**config.mk**
```make
export PLATFORM = sky130hd
export DESIGN_NAME = psum_output_flat
export DESIGN_NICKNAME = d
export VERILOG_FILES = /design/src/source/conv_data_pkg.sv /design/src/source/window_if.sv /design/src/source/psum_output.sv /design/src/flat_wrapper.sv
export VERILOG_INCLUDE_DIRS = /design/src /design/src/source
export SDC_FILE = /design/constraint.sdc
export NUM_CORES = 1
export LEC_CHECK = 0
export BUFFER_PORTS_ARGS = -buffer_cell sky130_fd_sc_hd__buf_2
export CAP_MARGIN = 40
export CELL_PAD_IN_SITES_DETAIL_PLACEMENT = 1
export CELL_PAD_IN_SITES_GLOBAL_PLACEMENT = 1
export CORE_ASPECT_RATIO = 1.2
export CORE_MARGIN = 2
export CORE_UTILIZATION = 37
export DETAILED_ROUTE_END_ITERATION = 12
export MAX_ROUTING_LAYER = met4
export PLACE_DENSITY = 0.86
export SYNTH_ARGS = -nofsm -noshare
export SYNTH_HDL_FRONTEND = slang
export SYNTH_SLANG_ARGS = --single-unit
```
**constraint.sdc**
```tcl
create_clock -name clk -period 3.65 [get_ports clk]
set_input_delay 0.73 -clock clk [delete_from_list [all_inputs] [get_ports clk]]
set_output_delay 0.73 -clock clk [all_outputs]
set_load 0.01 [all_outputs]
```
**src/source/conv_consts.svh**
```systemverilog
`ifndef CONV_CONSTS_SVH
`define CONV_CONSTS_SVH

// Element and pixel geometry
`define CONV_BIT_WIDTH   8
`define CONV_NUM_CHANNEL 3
`define CONV_NUM_KERNEL  4
`define CONV_NUM_TAP     3

// Accumulation and line position widths
`define CONV_PSUM_WIDTH  16
`define CONV_POS_WIDTH   8

`endif

```
**src/source/conv_data_pkg.sv**
```systemverilog
`default_nettype none
`include "conv_consts.svh"

package conv_data_pkg;

    // One signed activation or weight element
    typedef logic signed [`CONV_BIT_WIDTH-1:0] elem_t;

    // Channel 0 in the lowest bits
    typedef logic [`CONV_NUM_CHANNEL*`CONV_BIT_WIDTH-1:0] pixel_t;

    // Kernel-major, channel 0 lowest inside each kernel
    typedef logic [`CONV_NUM_KERNEL*`CONV_NUM_CHANNEL*`CONV_BIT_WIDTH-1:0] tap_weight_t;

    // Partial sums wrap at this width
    typedef logic signed [`CONV_PSUM_WIDTH-1:0] psum_t;

    // Kernel 0 in the lowest bits
    typedef logic [`CONV_NUM_KERNEL*`CONV_PSUM_WIDTH-1:0] kernel_psums_t;

endpackage

`default_nettype wire

```
**src/source/window_if.sv**
```systemverilog
`timescale 1ns/1ps
`default_nettype none
`include "conv_consts.svh"

interface window_if;

    // Full three-pixel window present
    logic                                         win_valid;
    // Tap 0 holds the oldest pixel
    conv_data_pkg::pixel_t [`CONV_NUM_TAP-1:0]    win_pixels;
    // Window ends on the last pixel of the line
    logic                                         win_last;
    // Whole pipeline moves this cycle
    logic                                         advance;

    modport producer (
        output win_valid,
        output win_pixels,
        output win_last,
        input  advance
    );

    modport pe (
        input  win_pixels,
        input  advance
    );

    modport sink (
        input  win_valid,
        input  win_last,
        output advance
    );

endinterface

`default_nettype wire

```
**src/source/psum_output.sv**
```systemverilog
`timescale 1ns/1ps
`default_nettype none
`include "conv_consts.svh"

module psum_output (
    input  wire                                                 clk,
    input  wire                                                 rst,
    input  wire conv_data_pkg::kernel_psums_t [`CONV_NUM_TAP-1:0] i_tap_psums,
    output logic                                                o_psum_valid,
    output conv_data_pkg::kernel_psums_t                        o_psum_data,
    output logic                                                o_psum_last,
    input  wire                                                 i_psum_ready,
    window_if.sink                                              win
);

    logic                         pe_valid;
    logic                         pe_last;
    conv_data_pkg::kernel_psums_t tap_sum;

    // Every stage moves unless a result is stuck at the output
    assign win.advance = ~o_psum_valid | i_psum_ready;

    // Per-kernel sum over taps, wraps at psum width
    always_comb begin
        conv_data_pkg::psum_t acc;
        tap_sum = '0;
        for (int k = 0; k < `CONV_NUM_KERNEL; k++) begin
            acc = '0;
            for (int t = 0; t < `CONV_NUM_TAP; t++) begin
                acc = acc + i_tap_psums[t][k*`CONV_PSUM_WIDTH +: `CONV_PSUM_WIDTH];
            end
            tap_sum[k*`CONV_PSUM_WIDTH +: `CONV_PSUM_WIDTH] = acc;
        end
    end

    ////////////////////
    // Control pipeline
    ////////////////////
    // pe_* lines up with the PE registers
    always_ff @(posedge clk) begin
        if (rst) begin
            pe_valid     <= 1'b0;
            pe_last      <= 1'b0;
            o_psum_valid <= 1'b0;
            o_psum_last  <= 1'b0;
        end else if (win.advance) begin
            pe_valid     <= win.win_valid;
            pe_last      <= win.win_last;
            o_psum_valid <= pe_valid;
            o_psum_last  <= pe_last;
        end
    end

    always_ff @(posedge clk) begin
        if (win.advance) begin
            o_psum_data <= tap_sum;
        end
    end

    held_result_stable: assert property (
        @(posedge clk) disable iff (rst)
        (o_psum_valid && !i_psum_ready) |=> ($stable(o_psum_data) && $stable(o_psum_last))
    ) else $error("psum_output: result changed while stalled");

endmodule

`default_nettype wire

```
**src/flat_wrapper.sv**
```systemverilog
// flat-port wrapper written by rule: the top's interface ports become plain ports
module psum_output_flat 
  (clk, rst, i_tap_psums, o_psum_valid, o_psum_data, o_psum_last, i_psum_ready, win_win_valid, win_win_last, win_advance);
  window_if win_i ();
  input  wire clk;
  input  wire rst;
  input  wire conv_data_pkg::kernel_psums_t [`CONV_NUM_TAP-1:0] i_tap_psums;
  output logic o_psum_valid;
  output conv_data_pkg::kernel_psums_t o_psum_data;
  output logic o_psum_last;
  input  wire i_psum_ready;
  input wire logic [$bits(win_i.win_valid)-1:0] win_win_valid;
  input wire logic [$bits(win_i.win_last)-1:0] win_win_last;
  output wire logic [$bits(win_i.advance)-1:0] win_advance;
  assign win_i.win_valid = win_win_valid;
  assign win_i.win_last = win_win_last;
  assign win_advance = win_i.advance;
  psum_output u_core (.clk(clk), .rst(rst), .i_tap_psums(i_tap_psums), .o_psum_valid(o_psum_valid), .o_psum_data(o_psum_data), .o_psum_last(o_psum_last), .i_psum_ready(i_psum_ready), .win(win_i));
endmodule
```
; After elaboration in Yosys (flattened, before gate mapping)
; Cells that the tools add are included.
; W data, S select, Z words.
[word_totals]
reg_bits = 68
elab_cells = 15
out_inout_bits = 67
in_bits = 197
[op_classes]
bitwise_logic = 2
addsub = 8
[op_table]
columns = operator, count
row1 = $add A16 B16 Y16, 8
row2 = $not A1 Y1, 1
row3 = $or A1 B1 Y1, 1

; Longest topological paths before layout
; Gate-level depths: netlist of run 1.
[depth]
word_depth = 2
depth_mapped = 12
ltp_nobuf = 12

; Worst setup path before layout of run 1
; OpenSTA, ideal clock, no wires.
[synth_path]
path_kind = input-to-output
startpoint = input i_psum_ready
endpoint = output win_advance
path_stages = 2
required_time_ns = 2.920
n_path_buf = 1
t_arrival_ns = 2.797
setup_slack_ns = 0.123
cell_sequence = nand2b_1 clkbuf_1
[synth_via]
elab_chain_len = 1
[synth_lines]
columns = element, line_no
row1 = start: declaration, flat_wrapper.sv:11  ; input wire i_psum_ready;
row2 = $or A1 B1 Y1, psum_output.sv:21  ; assign win.advance = ~o_psum_valid | i_psum_ready;
row3 = end: declaration, flat_wrapper.sv:14  ; output wire logic [$bits(win_i.advance)-1:0] win_advance;
; Every way passes these cells.

; Worst setup path after layout of run 1
[layout_path]
startpoint = input i_tap_psums[1] in the netlist's numbering
endpoint = register u_core.o_psum_data[13], data pin
[layout_via]
elab_chain_len = 2
[layout_lines]
columns = element, line_no
row1 = start: declaration, flat_wrapper.sv:7  ; input wire conv_data_pkg::kernel_psums_t [`CONV_NUM_TAP-1:0] i_tap_psums;
row2 = $add A16 B16 Y16 (2 in a row), psum_output.sv:30  ; acc = acc + i_tap_psums[t][k*`CONV_PSUM_WIDTH +: `CONV_PSUM_WIDTH];
row3 = net u_core.tap_sum[13], psum_output.sv:18  ; conv_data_pkg::kernel_psums_t tap_sum;
row4 = end signal: assignment, psum_output.sv:56  ; o_psum_data <= tap_sum;
row5 = end: declaration, psum_output.sv:10  ; output conv_data_pkg::kernel_psums_t o_psum_data,
; The timed path passes the listed nets, and every way through them passes these cells.
; A chain may end at the register's enable or synchronous reset.

==> results of run 1 <==
[state kept, by name, indices dropped and copies added, names as in the netlist]
register / count
u_core.o_psum_data: 64
u_core.pe_valid: 1
u_core.o_psum_valid: 1
u_core.o_psum_last: 1
u_core.pe_last: 1
[critical path: cells and delay by family]
family,cells,cell delay (ps)
AOI/OAI and AO/OA,5,1000
adders and majority gates,3,1200
buffers and inverters,2,190
and+or+nand+nor,1,190
[power groups by stage]
stage | registers (mW) | logic, mW | clock network, mW
after floorplan | 1.53 | 0.974 | 0
after global placement | 1.34 | 1.86 | 0
after detailed placement | 1.35 | 1.93 | 0
after CTS | 1.34 | 1.94 | 1.05
after global routing | 1.36 | 2.13 | 1.08
final | 1.33 | 1.92 | 1.03
[cells by family (layout without fill, tap and decap cells)]
logic type / after synthesis / after routing
xor gates and xnor gates: 55 / 55
DFF: 68 / 68
muxes: 3 / 3
AOI/OAI and AO/OA: 128 / 128
buffers and inverters: 54 / 331
adders and majority gates: 120 / 120
and+or+nand+nor: 82 / 82
[per-layer routing]
metal	GRT usage	up-vias	wire length (um)
met3	0.0423	34	1040
li1	-	2384	-
met1	0.195	2424	5910
met5	-	-	0
met2	0.384	180	9120
met4	0.0743	0	464
[area by class of cell]
class,instances,area share
clock buffer,10,0.0302
clock inverter,6,0.0141
inverter,50,0.0237
multi-input combinational,388,0.478
sequential,68,0.253
tap,208,0.0329
timing repair buffer,265,0.168
[how the worst min path moves through the flow]
stage                                 startpoint                               end  depth (start not counted)
detailed placement  u_core.pe_valid$_SDFFE_PP0P_  u_core.o_psum_valid$_SDFFE_PP0P_                          2
floorplan           u_core.pe_valid$_SDFFE_PP0P_  u_core.o_psum_valid$_SDFFE_PP0P_                          2
global route        u_core.pe_valid$_SDFFE_PP0P_  u_core.o_psum_valid$_SDFFE_PP0P_                          2
CTS                 u_core.pe_valid$_SDFFE_PP0P_  u_core.o_psum_valid$_SDFFE_PP0P_                          2
global placement    u_core.pe_valid$_SDFFE_PP0P_  u_core.o_psum_valid$_SDFFE_PP0P_                          2
finish              u_core.pe_valid$_SDFFE_PP0P_  u_core.o_psum_valid$_SDFFE_PP0P_                          2
[cell usage in the layout (no fill, tap or decap), drive strengths merged, types with 14 or more instances in the layout]
cell,Yosys,routed
edfxtp,64,64
nor2,23,23
buf,0,265
o21ai,20,20
fa,64,64
ha,56,56
nand2,14,14
xnor2,42,42
a21oi,38,38
inv,50,50
[per-stage QoR]
step / power [mW] / area, sq um / hold slack, ps / util / setup slack [ps]
after floorplan: 2.51 / 5980 / 419 / - / 123
after global placement: 3.19 / 7560 / 434 / 0.482 / 283
after detailed placement: 3.27 / 7560 / 452 / 0.482 / 162
after CTS: 4.32 / 7910 / 453 / 0.504 / 503
after global routing: 4.56 / 7910 / 488 / 0.504 / 280
final: 4.28 / 7910 / 446 / 0.504 / 476
==> reports/results.txt, run 1 <==
Status: completed
Site row count: 50
Crit Path Max Fanout: 3
Share of cells above drive strength 1: 0.368
Cts hold-fix bufs: 0
R2R depth: 2
Post-cts repair resize count: 0
Synth cell count leaders: edfxtp_1, fa_1, ha_1
Clock sinks: 68
Remaining global-route overflow: 0
LEAKAGE: 3.69 nW
Max stage delay on crit path: 540 ps
Mapped Area: 5980 sq um
Layout area overhead: 32.4%
DRT Wirelength: 16500 um
Detailed-route via count: 5022
Non-filler instance count after layout: 995
Critical-path top delay cell: fa_1
Post-synth net total: 827
Pre-antenna DRT Iters: 4
Maximum root-to-sink buffer count: 2
Post-Syn Instances: 510
Clock share of power: 0.240
Vias in the first global route: 5687
Drt wl/cell: 16.6 um
Iter 0 DRT Violations: 170
Critical Path AT: 3320 ps
Largest area contributor in the netlist: edfxtp_1
Distinct cells, synth: 51
Reg2reg start: u_core.o_psum_valid$_SDFFE_PP0P_
Worst Setup SP: i_tap_psums[1]
FF-to-FF End: u_core.o_psum_data[32]$_DFFE_PP_
Antenna violations before repair: 0
Complex-gate fraction of the synthesized area: 0.145
Core area: 15700 sq um
Skew-Pair Late Insertion Delay: 330 ps
Number of synthesized flops with an enable pin: 64
Die area: 17200 sq um
Slew Limit Fails: 0
Gp weighted congestion: 0.804
Critical Path RT: 3790 ps
Synth Flop Type: edfxtp_1
CP Capture Type: flop
Yosys reg bits: 68
Syn. warnings: 0
Synth area leaders: edfxtp_1, fa_1, ha_1, xnor2_1, inv_1
Filler Cell Count: 1787
Post-route DRC: 0
Rel. slew slack: 0.660
# setup viols final: 0
Final critical-path required period: 3170 ps
Top cell type's share of synthesized area: 0.321
# port buffers: 263
Initial Utilization: 0.381
First-pass GRT wire length: 26300 um
MaxCap Viol Count: 0
Syn Area/Cell: 11.7 sq um
Internal: 2.78 mW
Area of the multi-input gates: 3780 sq um
Clk pin slew, worst setup/hold paths: 60 ps
RSZ-0062 raised after global routing: no
Hold WC Path Type: reg2reg
Peak VDD IR: 0.212 mV
NetSw: 1.49 mW
Share of flip-flops with an asynchronous set or reset: 0
Switch share: 0.349
Mux contribution to synthesized area: 0.00502
Critical path destination: u_core.o_psum_data[13]$_DFFE_PP_
CTS root buf: clkbuf_16
Skew final: 9.07 ps
Worst slew pin tran: 504 ps
Cell Chain, Critical Path: buf_2, fa_1, ha_1, inv_1, fa_1, nand2b_1, a21oi_1, o21ai_0, a21oi_1, a31oi_1, o41ai_1
Setup CP Type: in2reg
Fin crit share: 0.870
Vert. Die Dim: 143 um
Total CTS buffers: 9
Logic pwr share: 0.449
Post-synthesis adder-cell area fraction: 0.332
Placed cell count: 979
Antenna diodes: 0
Post-synthesis xor/xnor area fraction: 0.0806
Htree depth: 3
GRT Overall Usage: 0.200
PwrDens: 540 nW/um^2
Setup TNS: 0 ps
TritonCTS clock tree: done
Sequential power share: 0.311
Detail Route Antenna Nets: 0
Die Wd: 120 um
Sequential cell area: 2000 sq um
Final net count: 1099
I/O Pins: 264
CP Launch Type: primary input
Fmax: 0.315 GHz
Final HPWL DP: 14300 um
Main combinational cell family by area after synthesis: adder cells
Post-DR vias/cell: 5.05
Reg2reg setup slack: 2010 ps
Sequential fraction of the synthesis area: 0.335
Total setup buffers inserted after CTS: 0
Final Hold Vio Count: 0
Simple-gate share of the synthesized area: 0.0693
Pin count of the biggest net entering global routing: 37
(Power assumes the default switching activity.)
==> run 2: changes to the inputs <==
- ABC_AREA: unset -> 1
- CORE_UTILIZATION: 37 -> 36
==> run 2 against run 1 <==
Against the previous run:
- synthesized cell count is 69% higher
- critical path type unchanged
- design area rose by 12%
- sequential power hardly changed
- non-clock buffer count shrank 1
- clock-buffer cell count down 1
- register-to-register slack worse by 290 ps
==> reports/results.txt, run 2 <==
Status: completed
Clock share of power: 0.203 (-0.037)
Leading cell types in the layout, fill and taps excluded: nand2_1, buf_2, inv_1, fa_1, edfxtp_1
Share of flip-flops with an asynchronous set or reset: 0 (unchanged)
Met3 WL post-DR: 1220 um (+17%)
Antenna diodes: 0 (unchanged)
Vert. Die Dim: 156 um (+9.1%)
Top cell type's share of synthesized area: 0.276 (-0.0453)
Final Hold Vio Count: 0 (unchanged)
Detail Route Antenna Nets: 0 (unchanged)
Reg2reg start: u_core.o_psum_valid$_SDFFE_PP0P_
Synth Flop Type: edfxtp_1
Peak VDD IR: 0.223 mV (+5.0%)
Antenna violations before repair: 0 (unchanged)
Post-route DRC: 0 (unchanged)
Mapped Area: 6960 sq um (+16%)
CP top delay family: adder cells
Share of cells above drive strength 1: 0.270 (-0.0988)
Final setup margin: 1110 ps (+630 ps)
Sequential power share: 0.308 (-0.003)
CP Depth: 9 (-2)
Initial Utilization: 0.368 (-0.0130)
CP Capture Type: flop
Number of synthesized flops with an enable pin: 64 (unchanged)
Post-synth net total: 1179 (+43%)
Slew Limit Fails: 0 (unchanged)
Pin count of the biggest net entering global routing: 43 (+16%)
Post-Syn Instances: 862 (+69%)
TritonCTS clock tree: done
Largest register by flop count: u_core.o_psum_data
Largest area contributor in the netlist: edfxtp_1
Synth cell count leaders: nand2_1, inv_1, edfxtp_1, fa_1, ha_1
Maximum root-to-sink buffer count: 2 (unchanged)
Switch share: 0.409 (+0.0594)
HP Start: u_core.pe_last$_SDFFE_PP0P_
Max FFs per register: 64 (unchanged)
Sequential fraction of the synthesis area: 0.288 (-0.0472)
Core area: 18900 sq um (+21%)
Synth area leaders: edfxtp_1, fa_1, nand2_1, ha_1, inv_1
Skew-Pair Late Insertion Delay: 350 ps (+20 ps)
Final net count: 1454 (+32%)
Setup CP Type: in2reg
NetSw: 1.73 mW (+16%)
Skew final: 5.12 ps (-3.95 ps)
Critical-path top delay cell: fa_1
Clock sinks: 68 (unchanged)
Worst hold slack: 477 ps (+31.1 ps)
PwrDens: 475 nW/um^2 (-12%)
Hold Path Cell Cnt: 2 (unchanged)
Most instantiated library cell after synthesis: nand2_1
Setup TNS: 0 ps (unchanged)
DRT Wirelength: 20200 um (+22%)
Final critical-path required period: 2540 ps (-630 ps)
MaxCap Viol Count: 0 (unchanged)
Worst slew pin tran: 605 ps (+101 ps)
Cts hold-fix bufs: 0 (unchanged)
Site row count: 55 (+10%)
CP Launch Type: primary input
Metal2 WL: 11000 um (+21%)
Post-place setup slack: 743 ps (+581 ps)
Commonest non-fill, non-tap cell in the layout: nand2_1
Logic pwr share: 0.489 (+0.040)
Critical Path RT: 3750 ps (-40 ps)
Pre-antenna DRT Iters: 4 (unchanged)
Fmax: 0.393 GHz (+25%)
Filler Cell Count: 2419 (+35%)
Remaining global-route overflow: 0 (unchanged)
Iter 0 DRT Violations: 125 (-26%)
Layout area overhead: 27.7%
Total CTS buffers: 9 (unchanged)
Syn. warnings: 0 (unchanged)
Distinct cells, synth: 24 (-53%)
LEAKAGE: 4.95 nW (+34%)
Cell Chain, Critical Path: buf_2, fa_1, ha_1, inv_1, fa_1, o21bai_1, nand2_1, nand4_1, nand2_1
Worst Setup SP: i_tap_psums[1]
Post-DR vias/cell: 4.68 (-7.3%)
Top sig layer: met4
Detailed-route via count: 6540 (+30%)
Die Wd: 131 um (+9.1%)
WL met1: 7400 um (+25%)
Worst path buffer plus inverter count: 2 (unchanged)
First-pass GRT wire length: 32900 um (+25%)
Gp weighted congestion: 0.837 (+4.0%)
Clk pin slew, worst setup/hold paths: 60 ps (about the same)
GRT Overall Usage: 0.211 (+0.0109)
Die area: 20500 sq um (+19%)
# setup viols final: 0 (unchanged)
Vias in the first global route: 7335 (+29%)
Pwr Total: 4.22 mW (-1.3%)
Total setup buffers inserted after CTS: 0 (unchanged)
Max stage delay on crit path: 550 ps (about the same)
CTS root buf: clkbuf_16
Crit Path Max Fanout: 3 (unchanged)
Final core occ: 0.470 (-0.0343)
Final HPWL DP: 17800 um (+24%)
Yosys reg bits: 68 (unchanged)
Rel. slew slack: 0.596 (-0.0640)
R2R depth: 4 (+2)
I/O Pins: 264 (unchanged)
Internal: 2.50 mW (-10%)
Drt wl/cell: 14.5 um (-13%)
Fin crit share: 0.697 (-0.172)
Hold WC Path Type: reg2reg
# port buffers: 263 (unchanged)
Critical Path AT: 2640 ps (-680 ps)
Syn Area/Cell: 8.07 sq um (-31%)
RSZ-0062 raised after global routing: no
Htree depth: 3 (unchanged)
Post-cts repair resize count: 0 (unchanged)
## run 2: kinds of logic (layout without fill, tap and decap cells)
| kind of cell | after synthesis | in the layout | synth area share |
|---|---|---|---|
| AOI/OAI and AO/OA | 34 | 34 | 0.0290 |
| adders and majority gates | 120 | 120 | 0.285 |
| DFF | 68 | 68 | 0.288 |
| and+or+nand+nor | 430 | 430 | 0.262 |
| xor gates and xnor gates | 32 | 32 | 0.0403 |
| buffers and inverters | 178 | 458 | 0.0960 |
## run 2: layout make-up
type / instances / area (sq um) / share of cell area
Clock buffer: 9 / 225 / 0.0253
Inverter: 178 / 668 / 0.0752
Timing Repair Buffer: 264 / 1320 / 0.149
Clock inverter: 7 / 58.8 / 0.00662
Multi-Input combinational cell: 616 / 4290 / 0.483
Sequential cell: 68 / 2000 / 0.225
Tap cell: 256 / 320 / 0.0360
## run 2: power groups by stage
| stage | sequential, mW | clock, mW | combinational (mW) |
|---|---|---|---|
| 4_1_cts | 1.31 | 0.887 | 2.10 |
| 3_3_place_gp | 1.30 | 0 | 2.00 |
| 3_5_place_dp | 1.32 | 0 | 2.09 |
| 6_report | 1.30 | 0.858 | 2.06 |
| 5_1_grt | 1.33 | 0.912 | 2.35 |
| 2_1_floorplan | 1.47 | 0 | 1.12 |
## run 2: worst register-to-register path, cell delays in order, from the launching register on
cell and delay, ps:
dfxtp_1 310, inv_1 50, nor2_1 90, inv_2 460, buf_4 630
## run 2: worst paths after layout
path	end	slack [ps]
setup / recovery	u_core.o_psum_data[9]$_DFFE_PP_	1110
hold / removal	u_core.o_psum_last$_SDFFE_PP0P_	480
setup reg to reg	u_core.o_psum_data[53]$_DFFE_PP_	1720
hold reg to reg	u_core.o_psum_last$_SDFFE_PP0P_	480
## run 2: metal layers
| layer | GRT usage | up-vias |
|---|---|---|
| met3 | 0.0369 | 40 |
| met1 | 0.206 | 3082 |
| met4 | 0.0760 | 0 |
| met2 | 0.409 | 208 |
| li1 | - | 3210 |
| met5 | - | - |
## run 2: per-stage QoR
stage | instance area, sq um | cells
after detailed placement | 8600 | 1382
after global routing | 8890 | 1398
final | 8890 | 1398
after global placement | 8600 | 1382
after CTS | 8890 | 1398
after floorplan | 6960 | 862
==> run 3: changes to the inputs <==
- clock period: 3.65 -> 2.5 ns (I/O delays scaled with it)
==> run 3 against run 2 <==
Against the previous run:
- design area increased by 2.1%
- worst hold slack got worse by 100 ps
- flip-flop and latch count unchanged
- utilization increased by 0.99 points
- clock skew is essentially flat
- global-route usage decreased by 0.13 points
- wire length up 0.78%
- clock power grew 89%
- worst setup slack got worse by 910 ps
- clock-buffer cell count increased by 1
- final cell count increased by 0.93%
- critical path type unchanged
- critical endpoint is now u_core.o_psum_data[47]$_DFFE_PP_
- highest routed layer unchanged
==> reports/results.txt, run 3 (synthesis gave the netlist of run 2 again) <==
CP Launch Type: primary input
Total CTS buffers: 9 (unchanged)
Pwr Total: 6.59 mW (+56%)
Worst path buffer plus inverter count: 5 (+3)
Drt wl/cell: 14.4 um (-0.15%)
# port buffers: 263 (unchanged)
Remaining global-route overflow: 0 (unchanged)
First-pass GRT wire length: 32600 um (-0.99%)
Share of cells above drive strength 1: 0.278 (+0.00822)
WL met1: 7340 um (-0.70%)
Rel. slew slack: 0.654 (+0.0572)
Placed cell count: 1395 (+0.94%)
I/O Pins: 264 (unchanged)
Setup TNS: 0 ps (unchanged)
Critical Path AT: 2410 ps (-230 ps)
PwrDens: 726 nW/um^2 (+53%)
Fin crit share: 0.923
CTS root buf: clkbuf_16
LEAKAGE: 5.05 nW (+2.1%)
Die area: 20500 sq um (unchanged)
Worst slew pin tran: 520 ps (-85.8 ps)
Met3 WL post-DR: 1230 um (+0.25%)
Antenna diodes: 0 (unchanged)
Commonest non-fill, non-tap cell in the layout: nand2_1
DRT Wirelength: 20400 um (+0.78%)
Gp weighted congestion: 0.850 (+1.5%)
Final critical-path required period: 2310 ps
TritonCTS clock tree: done
GRT Overall Usage: 0.210 (-0.00131)
Die Wd: 131 um (unchanged)
CP top delay family: adder cells
Detail Route Antenna Nets: 0 (unchanged)
Post-cts repair resize count: 0 (unchanged)
Fmax: 0.434 GHz
Pin count of the biggest net entering global routing: 38 (-12%)
Max FFs per register: 64 (unchanged)
Hold WC Path Type: in2reg
Vias in the first global route: 7378 (+0.59%)
Vert. Die Dim: 156 um (unchanged)
Final HPWL DP: 17800 um (+0.52%)
Most used cell, CP: inv_1
CP Capture Type: flop
Total setup buffers inserted after CTS: 0 (unchanged)
RSZ-0062 raised after global routing: no
DP Area: 8700 sq um (+1.1%)
Cell Chain, Critical Path: buf_2, inv_1, fa_1, inv_1, ha_1, inv_1, fa_1, inv_1, nand2_1, nand3_2, nand2_1, nand3_1, nand2_1
Detailed-route via count: 6621 (+1.2%)
Top sig layer: met4
Post-DR vias/cell: 4.69 (+0.31%)
Core area: 18900 sq um (unchanged)
Antenna violations before repair: 0 (unchanged)
Cts hold-fix bufs: 0 (unchanged)
Metal2 WL: 11100 um (+0.60%)
Status: completed
Initial Utilization: 0.368 (unchanged)
Layout area overhead: 30.4%
Non-filler instance count after layout: 1411 (+0.93%)
Setup CP Type: in2reg
Slew Limit Fails: 0 (unchanged)
Final net count: 1467 (+0.89%)
Crit Path Max Fanout: 3 (unchanged)
Largest register by flop count: u_core.o_psum_data
Site row count: 55 (unchanged)
Critical-path top delay cell: fa_1
Maximum root-to-sink buffer count: 2 (unchanged)
Leading cell types in the layout, fill and taps excluded: nand2_1, buf_2, inv_1, fa_1, edfxtp_1
Clock sinks: 68 (unchanged)
Max stage delay on crit path: 500 ps (-50 ps)
Pre-antenna DRT Iters: 4 (unchanged)
Skew final: 4.87 ps (-0.246 ps)
Iter 0 DRT Violations: 131 (+4.8%)
Post-route DRC: 0 (unchanged)
# setup viols final: 0 (unchanged)
Clk pin slew, worst setup/hold paths: 60 ps (about the same)
Critical Path RT: 2600 ps (-1150 ps)
Skew-Pair Late Insertion Delay: 340 ps (about the same)
Final Hold Vio Count: 0 (unchanged)
Htree depth: 3 (unchanged)
Peak VDD IR: 0.317 mV (+42%)
MaxCap Viol Count: 0 (unchanged)
Post-route cell area: 9070 sq um (+2.1%)
[run 3: worst paths after layout]
path                               startpoint                                to  slack [ps]  cells after the start
max                           i_tap_psums[32]  u_core.o_psum_data[47]$_DFFE_PP_         190                     13
min                                       rst  u_core.o_psum_valid$_SDFFE_PP0P_         370                      2
max reg2reg  u_core.o_psum_valid$_SDFFE_PP0P_  u_core.o_psum_data[57]$_DFFE_PP_        1100                      4
min reg2reg      u_core.pe_valid$_SDFFE_PP0P_  u_core.o_psum_valid$_SDFFE_PP0P_         480                      2
[run 3: area by class of cell]
cell class                      count  area (sq um)
Inverter                          178           668
Timing Repair Buffer              277          1420
Sequential cell                    68          2000
Clock buffer                       10           239
Clock inverter                      6           135
Tap cell                          256           320
Fill cell                        2452          9850
Multi-Input combinational cell    616          4290
[run 3: stage by stage]
stage | utilization | setup slack [ps] | hold WS [ps]
floorplan | - | 78.6 | 430
global placement | 0.460 | -79.3 | 451
detailed placement | 0.460 | -166 | 468
CTS | 0.479 | 204 | 358
global route | 0.479 | 54.1 | 378
finish | 0.479 | 194 | 372
[run 3: power breakdown]
group	total, mW	switching [mW]	internal [mW]	leakage, nW
clock	1.62	0.514	1.10	0.175
combinational	3.07	1.86	1.22	4.17
sequential	1.90	0.111	1.79	0.710
total	6.59	2.48	4.11	5.05
[run 3: layer usage]
metal,vias to the layer above,GRT usage
met4,0,0.0902
met2,213,0.403
met5,-,-
li1,3234,-
met1,3122,0.201
met3,52,0.0379
